[src/source/pcs_lane_pkg.sv]
// PCS block layout with the sync header in the low bits; simplified marker format
package pcs_lane_pkg;

        // one PCS block is a 2-bit sync header plus 64 payload bits
        localparam int NB_BLOCK = 66;
        localparam int NB_SYNC  = 2;
        localparam int NB_BYTE  = 8;

        // sync header of a control block
        localparam logic [NB_SYNC-1:0] SYNC_CTRL = 2'b10;

        // payload byte 0 of an alignment marker
        localparam logic [NB_BYTE-1:0] AM_CODE = 8'h4b;

        // marker payload layout, counted from bit 0 of the block:
        //   [1:0]   sync header
        //   [9:2]   marker code
        //   [17:10] logical lane number
        //   [25:18] bitwise complement of the lane number
        localparam int AM_CODE_LSB   = NB_SYNC;
        localparam int AM_ID_LSB     = NB_SYNC + NB_BYTE;
        localparam int AM_ID_INV_LSB = NB_SYNC + (2 * NB_BYTE);

        // mapping walk state
        //   MAP_IDLE   waiting for every lane to lock
        //   MAP_WALK   one physical lane per valid cycle
        //   MAP_DONE   built selector in use
        //   MAP_ERROR  duplicate or out-of-range id seen, identity kept
        typedef enum logic [1:0]
        {
                MAP_IDLE  = 2'd0,
                MAP_WALK  = 2'd1,
                MAP_DONE  = 2'd2,
                MAP_ERROR = 2'd3
        } map_state_t;

endpackage

[src/source/lane_id_detector.sv]
// lock needs two equal markers in a row; ids of N_LANES or more never lock (N_LANES <= 32)
`timescale 1ns/1ps

module lane_id_detector
#(
        parameter int N_LANES = 20,
        parameter int NB_ID   = $clog2(N_LANES)
)
(
        input  logic                                    i_clock,
        input  logic                                    i_reset,
        input  logic                                    i_valid,
        input  logic [pcs_lane_pkg::NB_BLOCK-1:0]       i_block,
        output logic [NB_ID-1:0]                        o_logical_id,
        output logic                                    o_id_locked
);

        localparam logic [pcs_lane_pkg::NB_BYTE-1:0] ID_LIMIT = pcs_lane_pkg::NB_BYTE'(N_LANES);

        logic [pcs_lane_pkg::NB_SYNC-1:0]       w_sync;
        logic [pcs_lane_pkg::NB_BYTE-1:0]       w_code;
        logic [pcs_lane_pkg::NB_BYTE-1:0]       w_id_byte;
        logic [pcs_lane_pkg::NB_BYTE-1:0]       w_id_inv;
        logic                                   w_is_marker;
        logic                                   w_id_in_range;
        logic [NB_ID-1:0]                       w_rx_id;
        logic [NB_ID-1:0]                       r_id;
        logic                                   r_seen;
        logic                                   r_locked;

        // field split of the incoming block
        assign w_sync    = i_block[pcs_lane_pkg::NB_SYNC-1:0];
        assign w_code    = i_block[pcs_lane_pkg::AM_CODE_LSB +: pcs_lane_pkg::NB_BYTE];
        assign w_id_byte = i_block[pcs_lane_pkg::AM_ID_LSB +: pcs_lane_pkg::NB_BYTE];
        assign w_id_inv  = i_block[pcs_lane_pkg::AM_ID_INV_LSB +: pcs_lane_pkg::NB_BYTE];

        // a bad complement byte means this is not a marker at all
        assign w_is_marker = i_valid
                             && (w_sync == pcs_lane_pkg::SYNC_CTRL)
                             && (w_code == pcs_lane_pkg::AM_CODE)
                             && (w_id_inv == ~w_id_byte);

        assign w_id_in_range = (w_id_byte < ID_LIMIT);
        assign w_rx_id       = w_id_byte[NB_ID-1:0];

        always_ff @(posedge i_clock)
        begin
                if (i_reset)
                begin
                        r_id     <= '0;
                        r_seen   <= 1'b0;
                        r_locked <= 1'b0;
                end
                else if (w_is_marker)
                begin
                        if (!w_id_in_range)
                        begin
                                // out-of-range id, forget whatever was stored
                                r_seen   <= 1'b0;
                                r_locked <= 1'b0;
                        end
                        else if (r_seen && (w_rx_id == r_id))
                        begin
                                // second marker agrees
                                r_locked <= 1'b1;
                        end
                        else
                        begin
                                // first marker or a changed id
                                r_id     <= w_rx_id;
                                r_seen   <= 1'b1;
                                r_locked <= 1'b0;
                        end
                end
        end

        assign o_logical_id = r_id;
        assign o_id_locked  = r_locked;

endmodule

[config.mk]
export PLATFORM = sky130hd
export DESIGN_NAME = lane_id_detector
export DESIGN_NICKNAME = d
export VERILOG_FILES = /design/src/source/pcs_lane_pkg.sv /design/src/source/lane_id_detector.sv
export SDC_FILE = /design/constraint.sdc
export NUM_CORES = 1
export LEC_CHECK = 0
export BUFFER_PORTS_ARGS = -buffer_cell sky130_fd_sc_hd__clkbuf_2
export CORE_MARGIN = 2
export CORE_UTILIZATION = 30
export DETAILED_ROUTE_END_ITERATION = 16
export HOLD_SLACK_MARGIN = 0.12
export PLACE_DENSITY = 0.83
export SLEW_MARGIN = 30
export SYNTH_ARGS = -nofsm -noshare
export SYNTH_HDL_FRONTEND = slang
export SYNTH_SLANG_ARGS = --single-unit
[constraint.sdc]
create_clock -name i_clock -period 2.35 [get_ports i_clock]
set_clock_uncertainty 0.1 [all_clocks]
set_input_delay 0.235 -clock i_clock [delete_from_list [all_inputs] [get_ports i_clock]]
set_output_delay 0.235 -clock i_clock [all_outputs]
set_load 0.02 [all_outputs]
# Yosys cells after proc, flatten, opt, wreduce, memory -nomap -nowiden
# Index checks and enable logic that the tools add are counted.
[word_totals]
ff_bits = 7
out_inout_bits = 6
[classes]
n_lt_le_gt_ge = 1
eq_ne = 5
n_mux = 4
n_bitwise = 2
n_reduce_logical = 6
[op_table]
columns = ["op", "count"]
rows = [
  ["$eq 8x7->1 const B", 1],
  ["$eq 8x8->1", 1],
  ["$lt 8x5->1 const B", 1],
  ["$not 8->8", 1],
  ["$eq 5x5->1", 1],
  ["$logic_and 1x1->1", 4],
  ["$mux 1", 4],
  ["$reduce_and 3->1", 1],
  ["$eq 2x2->1 const B", 1],
  ["$ne 2x2->1 const B", 1],
  ["$reduce_and 2->1", 1],
  ["$not 1->1", 1],
]

# Longest topological paths before layout
[logic_depth]
word_depth = 5
mapped_depth = 6
depth_no_buf = 5

# Worst setup path before layout
# No wires, ideal clock.
[synth_path]
path_type = "input -> register"
startpoint = "input i_block[7] (netlist name)"
endpoint = "register r_id[1], in the netlist o_logical_id[1]"
setup_time_ps = 70
t_arrival_ps = 1509
path_slack_ps = 672
path_stages = 6
path_buffers = 1
path_cell_list = "or4b_4 > nor4_2 > and3_1 > buf_6 > nand3_1 > a21oi_1"
[synth_between]
elab_chain_cells = 4
[synth_rtl]
columns = ["item", "line_no", "rtl"]
rows = [
  ["start, declared", "lane_id_detector.sv:13", "input logic [pcs_lane_pkg::NB_BLOCK-1:0] i_block,"],
  ["$eq 8x7->1", "lane_id_detector.sv:40", "&& (w_code == pcs_lane_pkg::AM_CODE)"],
  ["$logic_and 1x1->1", "lane_id_detector.sv:40", ""],
  ["$logic_and 1x1->1", "lane_id_detector.sv:41", "&& (w_id_inv == ~w_id_byte);"],
  ["$reduce_and 3->1 (no source line)", "--", ""],
  ["end signal, assigned", "lane_id_detector.sv:70", "r_id <= w_rx_id;"],
  ["end, declared", "lane_id_detector.sv:27", "logic [NB_ID-1:0] r_id;"],
]
# Every way passes these cells.
# A chain may end at the register's enable or synchronous reset.

# Final worst setup path
[layout_path]
startpoint = "input i_block[7] (netlist name)"
endpoint = "register r_id[2], in the netlist o_logical_id[2]"
# The elaborated chain is that of the path after synthesis.

==> parameters.txt <==
Parameter                              Value

Status
  Outcome    complete, no violations

Timing
  Number of pins exceeding their max-slew limit in the final report    0
  Achievable frequency    between 0.5 and 0.6 GHz
  Crit path time final    1700 ps
  Number of setup violations in the final report    0
  Fin crit share    approximately 73%
  Worst path setup slack after routing    between 600 and 700 ps
  Total negative slack for setup checks    0 ps
  Setup repair after global routing missed its margin    false
  Slew at the pin closest to its max-slew limit    ~490 ps
  Number of hold-slack violations in the final timing report    0
  Max_slew headroom    about two thirds

Synthesis
  Register bit total from synthesis    7
  Cell type with the largest total area after synthesis    sky130_fd_sc_hd__dfxtp_1
  Cell with the most instances after synthesis    sky130_fd_sc_hd__xnor2_1
  Synthesized net count    roughly 130
  Area fraction of the dominant cell type after synthesis    between 20 and 30%
  Commonest cells in the netlist    13 x sky130_fd_sc_hd__xnor2_1, 7 x sky130_fd_sc_hd__a21oi_1, 7 x sky130_fd_sc_hd__dfxtp_1, 7 x sky130_fd_sc_hd__o21ai_0, 6 x sky130_fd_sc_hd__nand3_1
  FFs w/ async S/R, synth    0%
  Synthesized netlist cell count    57
  Ys flop type    sky130_fd_sc_hd__dfxtp_1
  Mean instance size in the synthesized netlist    between 8 and 9 sq um
  Count of yosys warnings during synthesis    0
  Register area share after synthesis    between 20 and 30%
  Netlist area before placement    around 490 sq um
  Top cells by area, synth    sky130_fd_sc_hd__dfxtp_1 28%, sky130_fd_sc_hd__xnor2_1 23%, sky130_fd_sc_hd__a21oi_1 7.1%, sky130_fd_sc_hd__o21ai_0 7.1%, sky130_fd_sc_hd__nand3_1 6.1%
  Netlist cell types    19
  Post-synth EDFFs    0

Global route
  Wire length of the first global-routing pass    just under 2000 um
  Gr usage total    a little over an eighth
  Total congestion overflow after global routing    0
  Pin count of the biggest net entering global routing    8
  Initial antenna violation count    0
  Number of global-route vias before repair    between 400 and 500

Drt
  # DRC    0
  Antenna violation net count after detailed routing    0
  Detailed-route wire length per cell    about 12 um
  Total Wirelength    approximately 1300 um
  DRT Pass-1 Iters    4
  Via Count    approximately 540
  Avg Vias per Cell    between 4 and 5
  First DRT Iteration DRCs    22

Min path
  Worst min-delay path class    primary input to register
  Number of instances on the worst hold path    2

Placed design
  Number of buffers inserted by port buffering    34
  RePlAce Congestion    roughly 0.76
  Detailed placer's ending HPWL    ~1100 um
  Post-Place Setup Slack    roughly 400 ps

Power
  Maximum vdd drop    around 0.23 mV
  Part of the total power dissipated in sequential elements    41.6%
  Share of total power consumed by net switching    approximately a quarter
  Share of power burned in the clock network    about 38%
  Power density of the placed cells    between 400 and 500 nW/um^2
  Psw    between 60 and 70 uW
  Leakage Power    0.000280 uW
  Internal power    around 220 uW
  Logic pwr share    20.8%

Setup path
  Bufs and invs on worst path    1
  Worst path slowest cell    sky130_fd_sc_hd__or4b_4
  Critical path data arrival time    roughly 1800 ps
  Critical Path Stages    6
  Crit end category    register
  Worst stage delay on the critical path    around 520 ps
  Startpoint type of the worst setup path    primary input
  Worst reg2reg path depth    5
  Worst path top cell family by delay    simple AND/OR/NAND/NOR gates
  Cells traversed along the worst timing path    clkbuf_2, or4b_4, nor4_2, and3_1, nand3_1, a21oi_1
  Setup CP Type    primary input to register
  Required time worst endpoint    around 2400 ps
  Top fanout value on the critical path    7

Floorplanning
  Height of the die    between 40 and 50 um
  Number of top-level pins    between 70 and 80
  Core area    1520 sq um
  Overall die area    1980 sq um
  Initial cell density of the core    32.3%
  Std-Cell Rows    14
  Die X-Extent    about 44 um

CTS
  Clock net sink count    7
  Buffer type at the clock tree root    sky130_fd_sc_hd__clkbuf_4
  Number of resized instances in the post-cts repair step    0
  Clock-pin transition on the worst setup and hold timing paths    roughly 50 ps
  Cts bufs inserted    3
  Maximum number of buffers from clock root to sink    2
  # hold bufs at CTS    0
  TritonCTS clock tree    built
  Later-pin clock latency in the skew report    250 ps
  H-tree depth    1
  Setup fix buffers added after clock tree synthesis    0

Layout
  Number of nets in the final layout    164
  Fraction of layout instances using a drive strength above 1    a little over two fifths
  Layout fillers    around 150
  Growth of design area from synthesis to finish    41.7%
  Diode count    0
  Multi-input gate area    340 sq um
  Register Area    between 100 and 150 sq um

Run
  Max Cap Violations    0
## logic make-up (layout without fill, tap and decap cells)
family / after synthesis / after routing / synth area share [%]
flip-flops: 7 / 7 / 28.5
AO/OA/AOI/OAI: 15 / 15 / 15.8
XOR/XNOR: 13 / 13 / 23.2
buffers and inverters: 1 / 38 / 2.29
AND/OR/NAND/NOR: 21 / 21 / 30.3
## metrics by stage
stage / utilization, % / total power, uW / area [sq um] / cells / hold slack (ps)
after floorplan: - / 146 / 492 / 57 / 204
after global placement: 44.0 / 179 / 671 / 106 / 341
after detailed placement: 44.0 / 180 / 671 / 106 / 351
after CTS: 45.7 / 291 / 697 / 110 / 136
after global routing: 45.7 / 300 / 697 / 110 / 153
final: 45.7 / 285 / 697 / 110 / 145
## layout by cell type, fill, tap and decap left out, types with 3 or more instances in the layout
master and instances:
sky130_fd_sc_hd__a21oi_1 7, sky130_fd_sc_hd__clkbuf_2 34, sky130_fd_sc_hd__clkbuf_4 3, sky130_fd_sc_hd__dfxtp_1 7, sky130_fd_sc_hd__nand2_1 4, sky130_fd_sc_hd__nand3_1 6, sky130_fd_sc_hd__o21ai_0 7, sky130_fd_sc_hd__xnor2_1 13
## flip-flops by register name (all words and copies together), names as in the netlist
signal and cells:
r_seen 1, o_id_locked 1, o_logical_id 5
## path summary, 6_finish.rpt
| kind | endpoint | start | slack (ps) |
|---|---|---|---|
| worst min-delay path | o_logical_id[3] | i_reset | 150 |
| worst max-delay path | o_logical_id[2] | i_block[7] | 650 |
| worst min register to register | r_seen | r_seen | 360 |
| worst max register to register | o_logical_id[1] | o_logical_id[2] | 740 |
## power by group through the flow
stage	logic [uW]	clock network [uW]	registers [uW]
3_3_place_gp	57.7	0	121
6_report	59.3	107	119
4_1_cts	59.5	113	119
5_1_grt	64.3	117	119
3_5_place_dp	59.0	0	121
2_1_floorplan	24.8	0	121
## routing by layer
metal,vias to the layer above,share of wire [%],GRT usage [%]
li1,281,-,-
met3,2,11,3.27
met5,-,0,0
met2,30,41,17.4
met4,0,0.79,9.09
met1,225,47,18.4
## area by class of cell
class                           instances  share of cell area [%]
Multi-Input combinational cell         49                    48.8
Tap cell                               16                    2.87
Sequential cell                         7                    20.1
Timing Repair Buffer                   34                    24.4
Clock buffer                            4                    3.77
## worst reg2reg max path, cell delays in order, from the launching register on
cell	delay, ps
sky130_fd_sc_hd__dfxtp_1	370
sky130_fd_sc_hd__xnor2_1	130
sky130_fd_sc_hd__nand4_1	160
sky130_fd_sc_hd__o21ai_0	450
sky130_fd_sc_hd__o21ai_0	170
sky130_fd_sc_hd__a21oi_1	150
(Power assumes the default switching activity.)
