File: src/source/pcs_lane_pkg.sv
// PCS block layout with the sync header in the low bits; simplified marker format
package pcs_lane_pkg;

        // one PCS block is a 2-bit sync header plus 64 payload bits
        localparam int NB_BLOCK = 66;
        localparam int NB_SYNC  = 2;
        localparam int NB_BYTE  = 8;

        // sync header of a control block
        localparam logic [NB_SYNC-1:0] SYNC_CTRL = 2'b10;

        // payload byte 0 of an alignment marker
        localparam logic [NB_BYTE-1:0] AM_CODE = 8'h4b;

        // marker payload layout, counted from bit 0 of the block:
        //   [1:0]   sync header
        //   [9:2]   marker code
        //   [17:10] logical lane number
        //   [25:18] bitwise complement of the lane number
        localparam int AM_CODE_LSB   = NB_SYNC;
        localparam int AM_ID_LSB     = NB_SYNC + NB_BYTE;
        localparam int AM_ID_INV_LSB = NB_SYNC + (2 * NB_BYTE);

        // mapping walk state
        //   MAP_IDLE   waiting for every lane to lock
        //   MAP_WALK   one physical lane per valid cycle
        //   MAP_DONE   built selector in use
        //   MAP_ERROR  duplicate or out-of-range id seen, identity kept
        typedef enum logic [1:0]
        {
                MAP_IDLE  = 2'd0,
                MAP_WALK  = 2'd1,
                MAP_DONE  = 2'd2,
                MAP_ERROR = 2'd3
        } map_state_t;

endpackage

File: src/source/lane_reorder_map.sv
// selector slot k names the physical lane feeding logical lane k; identity outside MAP_DONE
`timescale 1ns/1ps

module lane_reorder_map
#(
        parameter int N_LANES = 20,
        parameter int NB_ID   = $clog2(N_LANES)
)
(
        input  logic                            i_clock,
        input  logic                            i_reset,
        input  logic                            i_reset_order,
        input  logic                            i_enable,
        input  logic                            i_valid,
        input  logic                            i_deskew_done,
        input  logic [N_LANES-1:0]              i_id_locked,
        input  logic [N_LANES*NB_ID-1:0]        i_logical_id,
        output logic [N_LANES*NB_ID-1:0]        o_mux_selector,
        output logic                            o_reorder_done,
        output logic                            o_map_error
);

        // one extra bit so that N_LANES = 32 still compares correctly
        localparam logic [NB_ID:0]   ID_LIMIT  = (NB_ID+1)'(N_LANES);
        localparam logic [NB_ID-1:0] LAST_LANE = NB_ID'(N_LANES - 1);

        pcs_lane_pkg::map_state_t       r_state;
        logic [NB_ID-1:0]               r_lane;
        logic [N_LANES-1:0]             r_present;
        logic                           r_bad;
        logic [NB_ID-1:0]               r_map [N_LANES];
        logic [NB_ID-1:0]               w_cur_id;
        logic                           w_in_range;
        logic                           w_dup;
        logic                           w_step_bad;
        logic                           w_all_locked;
        logic                           w_start;
        logic                           w_step;

        assign w_all_locked = &i_id_locked;

        assign w_start = (r_state == pcs_lane_pkg::MAP_IDLE)
                         && w_all_locked && i_enable && i_deskew_done;

        // one physical lane per enabled valid cycle
        assign w_step = (r_state == pcs_lane_pkg::MAP_WALK)
                        && w_all_locked && i_valid && i_enable;

        assign w_cur_id   = i_logical_id[r_lane*NB_ID +: NB_ID];
        assign w_in_range = ({1'b0, w_cur_id} < ID_LIMIT);
        assign w_dup      = w_in_range && r_present[w_cur_id];
        assign w_step_bad = !w_in_range || w_dup;

        always_ff @(posedge i_clock)
        begin
                if (i_reset || i_reset_order)
                begin
                        r_state   <= pcs_lane_pkg::MAP_IDLE;
                        r_lane    <= '0;
                        r_present <= '0;
                        r_bad     <= 1'b0;
                end
                else
                begin
                        case (r_state)
                        pcs_lane_pkg::MAP_IDLE:
                        begin
                                if (w_start)
                                begin
                                        r_state   <= pcs_lane_pkg::MAP_WALK;
                                        r_lane    <= '0;
                                        r_present <= '0;
                                        r_bad     <= 1'b0;
                                end
                        end
                        pcs_lane_pkg::MAP_WALK:
                        begin
                                if (!w_all_locked)
                                begin
                                        // a lane lost its marker lock, start over
                                        r_state <= pcs_lane_pkg::MAP_IDLE;
                                end
                                else if (w_step)
                                begin
                                        if (w_in_range)
                                                r_present[w_cur_id] <= 1'b1;
                                        r_bad <= r_bad || w_step_bad;
                                        if (r_lane == LAST_LANE)
                                        begin
                                                if (r_bad || w_step_bad)
                                                        r_state <= pcs_lane_pkg::MAP_ERROR;
                                                else
                                                        r_state <= pcs_lane_pkg::MAP_DONE;
                                        end
                                        else
                                        begin
                                                r_lane <= r_lane + 1'b1;
                                        end
                                end
                        end
                        // done and error hold until a reset or a reorder restart
                        default:
                        begin
                                r_state <= r_state;
                        end
                        endcase
                end
        end

        // built map, every slot is written once on a clean walk
        always_ff @(posedge i_clock)
        begin
                if (w_step && !w_step_bad)
                        r_map[w_cur_id] <= r_lane;
        end

        for (genvar k = 0; k < N_LANES; k++)
        begin : g_selector
                assign o_mux_selector[k*NB_ID +: NB_ID] =
                        (r_state == pcs_lane_pkg::MAP_DONE) ? r_map[k] : NB_ID'(k);
        end

        assign o_reorder_done = (r_state == pcs_lane_pkg::MAP_DONE);
        assign o_map_error    = (r_state == pcs_lane_pkg::MAP_ERROR);

endmodule

File: config.mk
export PLATFORM = sky130hd
export DESIGN_NAME = lane_reorder_map
export DESIGN_NICKNAME = d
export VERILOG_FILES = /design/src/source/pcs_lane_pkg.sv /design/src/source/lane_reorder_map.sv
export SDC_FILE = /design/constraint.sdc
export NUM_CORES = 1
export LEC_CHECK = 0
export BUFFER_PORTS_ARGS = -buffer_cell sky130_fd_sc_hd__buf_4
export CAP_MARGIN = 20
export CORE_ASPECT_RATIO = 0.7
export CORE_MARGIN = 1
export CORE_UTILIZATION = 45
export DETAILED_ROUTE_END_ITERATION = 7
export PLACE_DENSITY = 0.75
export SYNTH_ARGS = -nofsm -noshare
export SYNTH_HDL_FRONTEND = slang
export SYNTH_SLANG_ARGS = --single-unit
export TNS_END_PERCENT = 50
File: constraint.sdc
create_clock -name i_clock -period 3.73 [get_ports i_clock]
set_input_delay 0.5595 -clock i_clock [delete_from_list [all_inputs] [get_ports i_clock]]
set_output_delay 0.5595 -clock i_clock [all_outputs]
set_load 0.02 [all_outputs]
; Yosys cells after proc, flatten, opt, wreduce, memory -nomap -nowiden
; Memory sizes are Yosys's and may differ from the RTL's.
; Cells that the tools add are included.
[op_classes]
order_cmp = 3
n_addsub = 1
muxes = 46
n_bitwise = 1
n_reduce_logical = 21
n_mul = 1
shifts = 1
eq_ne = 11
[op_table]
columns = op, n
row1 = $mux W5, 24
row2 = $shiftx A100 B9 Y5, 1
row3 = $mux W20, 4
row4 = $pmux W20 S2, 1
row5 = $or A20 B20 Y20, 1
row6 = $reduce_and A20 Y1, 1
row7 = $ne A2 B2 Y1 const B, 5
row8 = $pmux W5 S2, 1
row9 = $reduce_and A5 Y1, 2
row10 = $logic_and A1 B1 Y1, 9
row11 = $mul A5 B3 Y8 const B, 1
row12 = $mux W1, 8
row13 = $mux W2, 4
row14 = $reduce_and A4 Y1, 2
row15 = $lt A5 B6 Y1 const B, 1
row16 = $add A5 B1 Y5 const B, 1
row17 = $bmux W1 S5, 1
row18 = $demux W1 S5, 1
row19 = $eq A5 B5 Y1 const B, 1
row20 = $ge A5 B1 Y1 const B, 1
row21 = $lt A5 B5 Y1 const B, 1
row22 = $eq A2 B2 Y1 const B, 2
row23 = $pmux W2 S2, 1
row24 = $logic_or A1 B1 Y1, 3
row25 = 7 further kinds, 8
[totals]
out_inout_bits = 102
ramBits = 100
mem_count = 1
ff_bits = 28
in_bits = 126
[mem_list]
columns = memory, words, width, rd, rd_ports_with_merged_regs, wr, line
row1 = r_map, 20, 5, 20, 0, 1, lane_reorder_map.sv:31  ; logic [NB_ID-1:0] r_map [N_LANES];

; Depth between registers and ports, before layout
[logic_depth]
depth_word = 12
mapped_depth = 12
mapped_depth_nobuf = 8

; Worst setup path after synthesis
; No wires, ideal clock.
[synth_timing]
path_type = register -> register
from = register r_lane[0]
to = memory r_map[0][0] in the netlist's numbering, enable pin
arrival_ps = 3320
t_required_ps = 3349
period_less_slack_ps = 3701
setup_slack_ps = 29
stages_incl_launch_ff = 12
setup_time_ps = 381
cell_sequence = dfxtp_1 buf_6 buf_6 mux4_2 mux2i_4 o21a_2 a211oi_4 a22o_1 o21ai_1 nand4_2 buf_4 nor4_1
[synth_between]
elab_chain_cells = 10
elab_cells_between_ends = 12
classes_between = 1 x mul / 1 x order compare / 1 x shift / 4 x mux / 5 x reduce/logical
[synth_rtl]
columns = element, line
row1 = "start, declared", lane_reorder_map.sv:28  ; logic [NB_ID-1:0] r_lane;
row2 = "start signal, assigned", lane_reorder_map.sv:97  ; r_lane <= r_lane + 1'b1;
row3 = $mul A5 B3 Y8 *, lane_reorder_map.sv:49  ; assign w_cur_id = i_logical_id[r_lane*NB_ID +: NB_ID];
row4 = $shiftx A100 B9 Y5 *, lane_reorder_map.sv:49
row5 = $bmux W1 S5, lane_reorder_map.sv:51  ; assign w_dup = w_in_range && r_present[w_cur_id];
row6 = $mux W1 (not written as such), lane_reorder_map.sv:51
row7 = $logic_and A1 B1 Y1, lane_reorder_map.sv:51
row8 = $logic_or A1 B1 Y1, lane_reorder_map.sv:52  ; assign w_step_bad = !w_in_range || w_dup;
row9 = $logic_not A1 Y1, lane_reorder_map.sv:113  ; if (w_step && !w_step_bad)
row10 = $logic_and A1 B1 Y1, lane_reorder_map.sv:113
row11 = $mux W1, lane_reorder_map.sv:113
row12 = $mux W1 (not written as such), lane_reorder_map.sv:114  ; r_map[w_cur_id] <= r_lane;
row13 = "end, declared", lane_reorder_map.sv:31
; Every way passes the cells marked *; elsewhere a longest branch is shown, timed or not. The select of a mux whose other input is x is not followed.

; Worst setup path in the final report
[layout_timing]
from = register r_lane[0]
to = memory r_map[0][4] in the netlist's numbering, enable pin
; Same word-level chain as after synthesis.

==> results.py <==
metrics = {
    "yosys": {
        "syn-cell-area_mm2": 0.006299,
        "synthArstFlopShare_pct": 0,
        "synth.most_common_cell": "edfxtp_1",
        "yosysSeqAreaShare_pct": 56.58,
        "ys_seq_elements": 128,
        "synth_top_cells_by_count": "edfxtp_1 (100), and2_1 (68), nand2b_1 (44)",
        "yosys.area.top_type": "edfxtp_1",
        "ys_types": 60,
        "ys.flop_type": "edfxtp_1",
        "netlist_instances": 502,
        "synth.avg_cell_area_um2": 12.55,
        "synth_area_leaders": "edfxtp_1 (48%), dfxtp_1 (8.9%), mux4_2 (8.6%)",
        "syn-num-nets": 629,
        "synth_warnings": 0,
        "synth_top_area_share_pct": 47.68,
        "synth_edf_count": 100,
    },
    "detailed_routing": {
        "drt-wirelength-per-cell_um": 18.02,
        "routed_wl_um": 16990,
        "drcViolationCount": 0,
        "viasPerCell": 5.327,
        "firstDrtPassIters": 5,
        "drtAntennaViolNets": 0,
        "drtIter0Drc": 342,
        "vias": 5023,
    },
    "critical_path": {
        "critical_path_required_ns": 3.77,
        "ff2ff_setup_slack_ns": 0.15,
        "cp-start-kind": "flop",
        "reg2reg_to": "r_map[0][4]",
        "critPathCaptureType": "flop",
        "rr_startpoint": "r_lane[0]",
        "crit_type": "flop to flop",
        "reg2regPathDepth": 10,
        "critPathArrivalTime_ns": 3.62,
        "path_max_fanout": 21,
    },
    "flow_run": {
        "drv_cap": 0,
    },
    "hold_path": {
        "whs_path_depth": 3,
        "min_to": "r_state[1]",
        "min_from": "i_reset",
        "min_path_type": "input pin to flop",
    },
    "pwr": {
        "clockPowerShare_pct": 47.2,
        "netSwitchingPower_uw": 723.3,
        "ir_drop_uv": 304.4,
        "p_int_uw": 2509,
        "netSwitchingFraction_pct": 22.38,
        "power_density_mw_per_mm2": 359.2,
        "static-leakage-power_uw": 0.003212,
        "p_comb_share_pct": 5.9,
        "total_power_uw": 3232,
        "power_frac_seq_pct": 46.9,
    },
    "die": {
        "die_w_um": 143.4,
        "row_count": 35,
        "fp.dieH_um": 101.0,
        "die-area_mm2": 0.01448,
        "io_pins": 228,
        "fp.coreArea_mm2": 0.01340,
        "start_util_pct": 47.00,
    },
    "global_routing": {
        "track_usage_pct": 24.25,
        "grt_overflow_total": 0,
        "grt_max_degree": 59,
        "antenna_found_initial": 0,
        "grt_pass1_wl_um": 25940,
        "grt_pass1_vias": 4903,
    },
    "finish": {
        "area_growth_pct": 42.85,
        "drive_above_1_share_pct": 46.31,
        "fill_cells": 994,
        "n_antenna_cell": 0,
        "nets": 872,
    },
    "sta": {
        "fin_crit_sh_pct": 95.88,
        "rsz0062_at_grt": "true",
        "setup_viol": 0,
        "max_slew_margin_pct": 42.41,
        "fmax_mhz": 279.6,
        "fin_crit_ns": 3.576,
        "fin_ws_ns": 0.1536,
        "final_hold_viol_count": 0,
        "hold_ws_ns": 0.4514,
        "max_slew.worst_pin.slew_ns": 0.8620,
        "skew_ns": 0.008677,
        "drv_slew": 0,
    },
    "cts": {
        "root_buffer": "clkbuf_16",
        "cts_tree": "built",
        "clock_latency_ns": 0.41,
        "cts.clk_slew.worst_paths_ns": 0.06,
        "cts_buffers": 17,
        "cts.htree.levels": 4,
        "post-cts-setup-buffers": 0,
        "cts_max_path_buffers": 2,
        "clock_sink_count": 128,
    },
    "placement": {
        "dp_slack_ns": -0.1721,
        "place_congestion": 0.9652,
        "dp_hpwl_um": 12460,
        "io_buffers": 227,
    },
    "outcome": {
        "status": "complete, no violations",
    },
}
per-layer routing:
layer  global-route usage [%]  vias up  routed length, um  part of all wire [%]
met5                        0        -                  0                     0
met4                    4.583        0                147                  0.87
met3                    6.651       13               1219                   7.2
met2                    41.52      234               8485                    50
met1                    31.05     2414               7142                    42
li1                         -     2362                  -                     -
worst max-delay path by stage:
stage,start,endpoint,slack [ns],cells after the start
5_1_grt,r_lane[0],r_map[13][1],-0.05,9
3_5_place_dp,i_logical_id[7],r_map[13][4],-0.17,10
4_1_cts,r_lane[0],r_map[16][2],-0.001,10
3_3_place_gp,i_logical_id[7],r_map[11][0],-0.05,7
6_report,r_lane[0],r_map[0][4],0.15,10
2_1_floorplan,r_lane[0],r_map[0][0],0.03,11
kinds of logic after synthesis:
group           count (synthesis)  synth area share, %
fa+ha+maj                       1               0.1986
buf+inv                        39                3.158
flops                         128                56.58
compound gates                 74                8.304
simple gates                  222                20.42
mux                            35                10.93
xor+xnor                        3               0.4172
repair_timing:
action,in CTS,in global routing
hold buffers,0,0
gates resized for setup,6,10
endpoints found under the setup margin,30,58
flip-flops by register name, indices dropped and copies added, names as in the netlist:
register and count:
r_state 2, r_present 20, r_map 100, r_lane 5, r_bad 1
worst max-delay path, stage by stage, from the launching register on:
cell and delay [ns]:
dfxtp_2 0.39, buf_12 0.18, mux4_1 0.57, mux4_2 0.52, nand2_1 0.10, a22oi_1 0.10
and2_1 0.19, o21ai_1 0.12, nand4_2 0.17, buf_12 0.20, nor4_2 0.66
power groups by stage:
stage	Combinational (uW)	Clock (uW)	Sequential [uW]
after floorplan	64.5	0	1550
after global placement	179	0	1550
after detailed placement	185	0	1550
after CTS	186	1540	1520
after global routing	202	1610	1520
final	189	1530	1520
final cells by class:
cell class	count	area (um^2)	area share, %
Clock inverter	14	122.6	1.363
Multi-Input combinational cell	335	2653	29.48
Timing Repair Buffer	256	1969	21.89
Sequential cell	128	3566	39.63
Clock buffer	18	429.2	4.770
Tap cell	185	231.5	2.573
Inverter	7	26.28	0.2920
stage by stage:
step | cell area (um^2) | utilization, % | cells | TNS [ns]
after floorplan | 6299 | - | 502 | 0
after global placement | 8338 | 62.22 | 910 | -0.7334
after detailed placement | 8338 | 62.22 | 910 | -2.858
after CTS | 8927 | 66.62 | 942 | -0.006355
after global routing | 8997 | 67.14 | 943 | -0.4863
final | 8997 | 67.14 | 943 | 0
layout by cell type, fill, tap and decap left out, types with 17 or more instances in the layout:
cell	netlist	final
nor2_1	21	21
dfxtp_1	28	26
buf_4	4	251
clkbuf_16	0	17
edfxtp_1	100	100
and2_1	68	68
nor4_2	4	18
mux4_2	24	24
nand2b_1	44	44
nand2_1	35	35
Note: power is estimated with default switching activity, not from simulation.
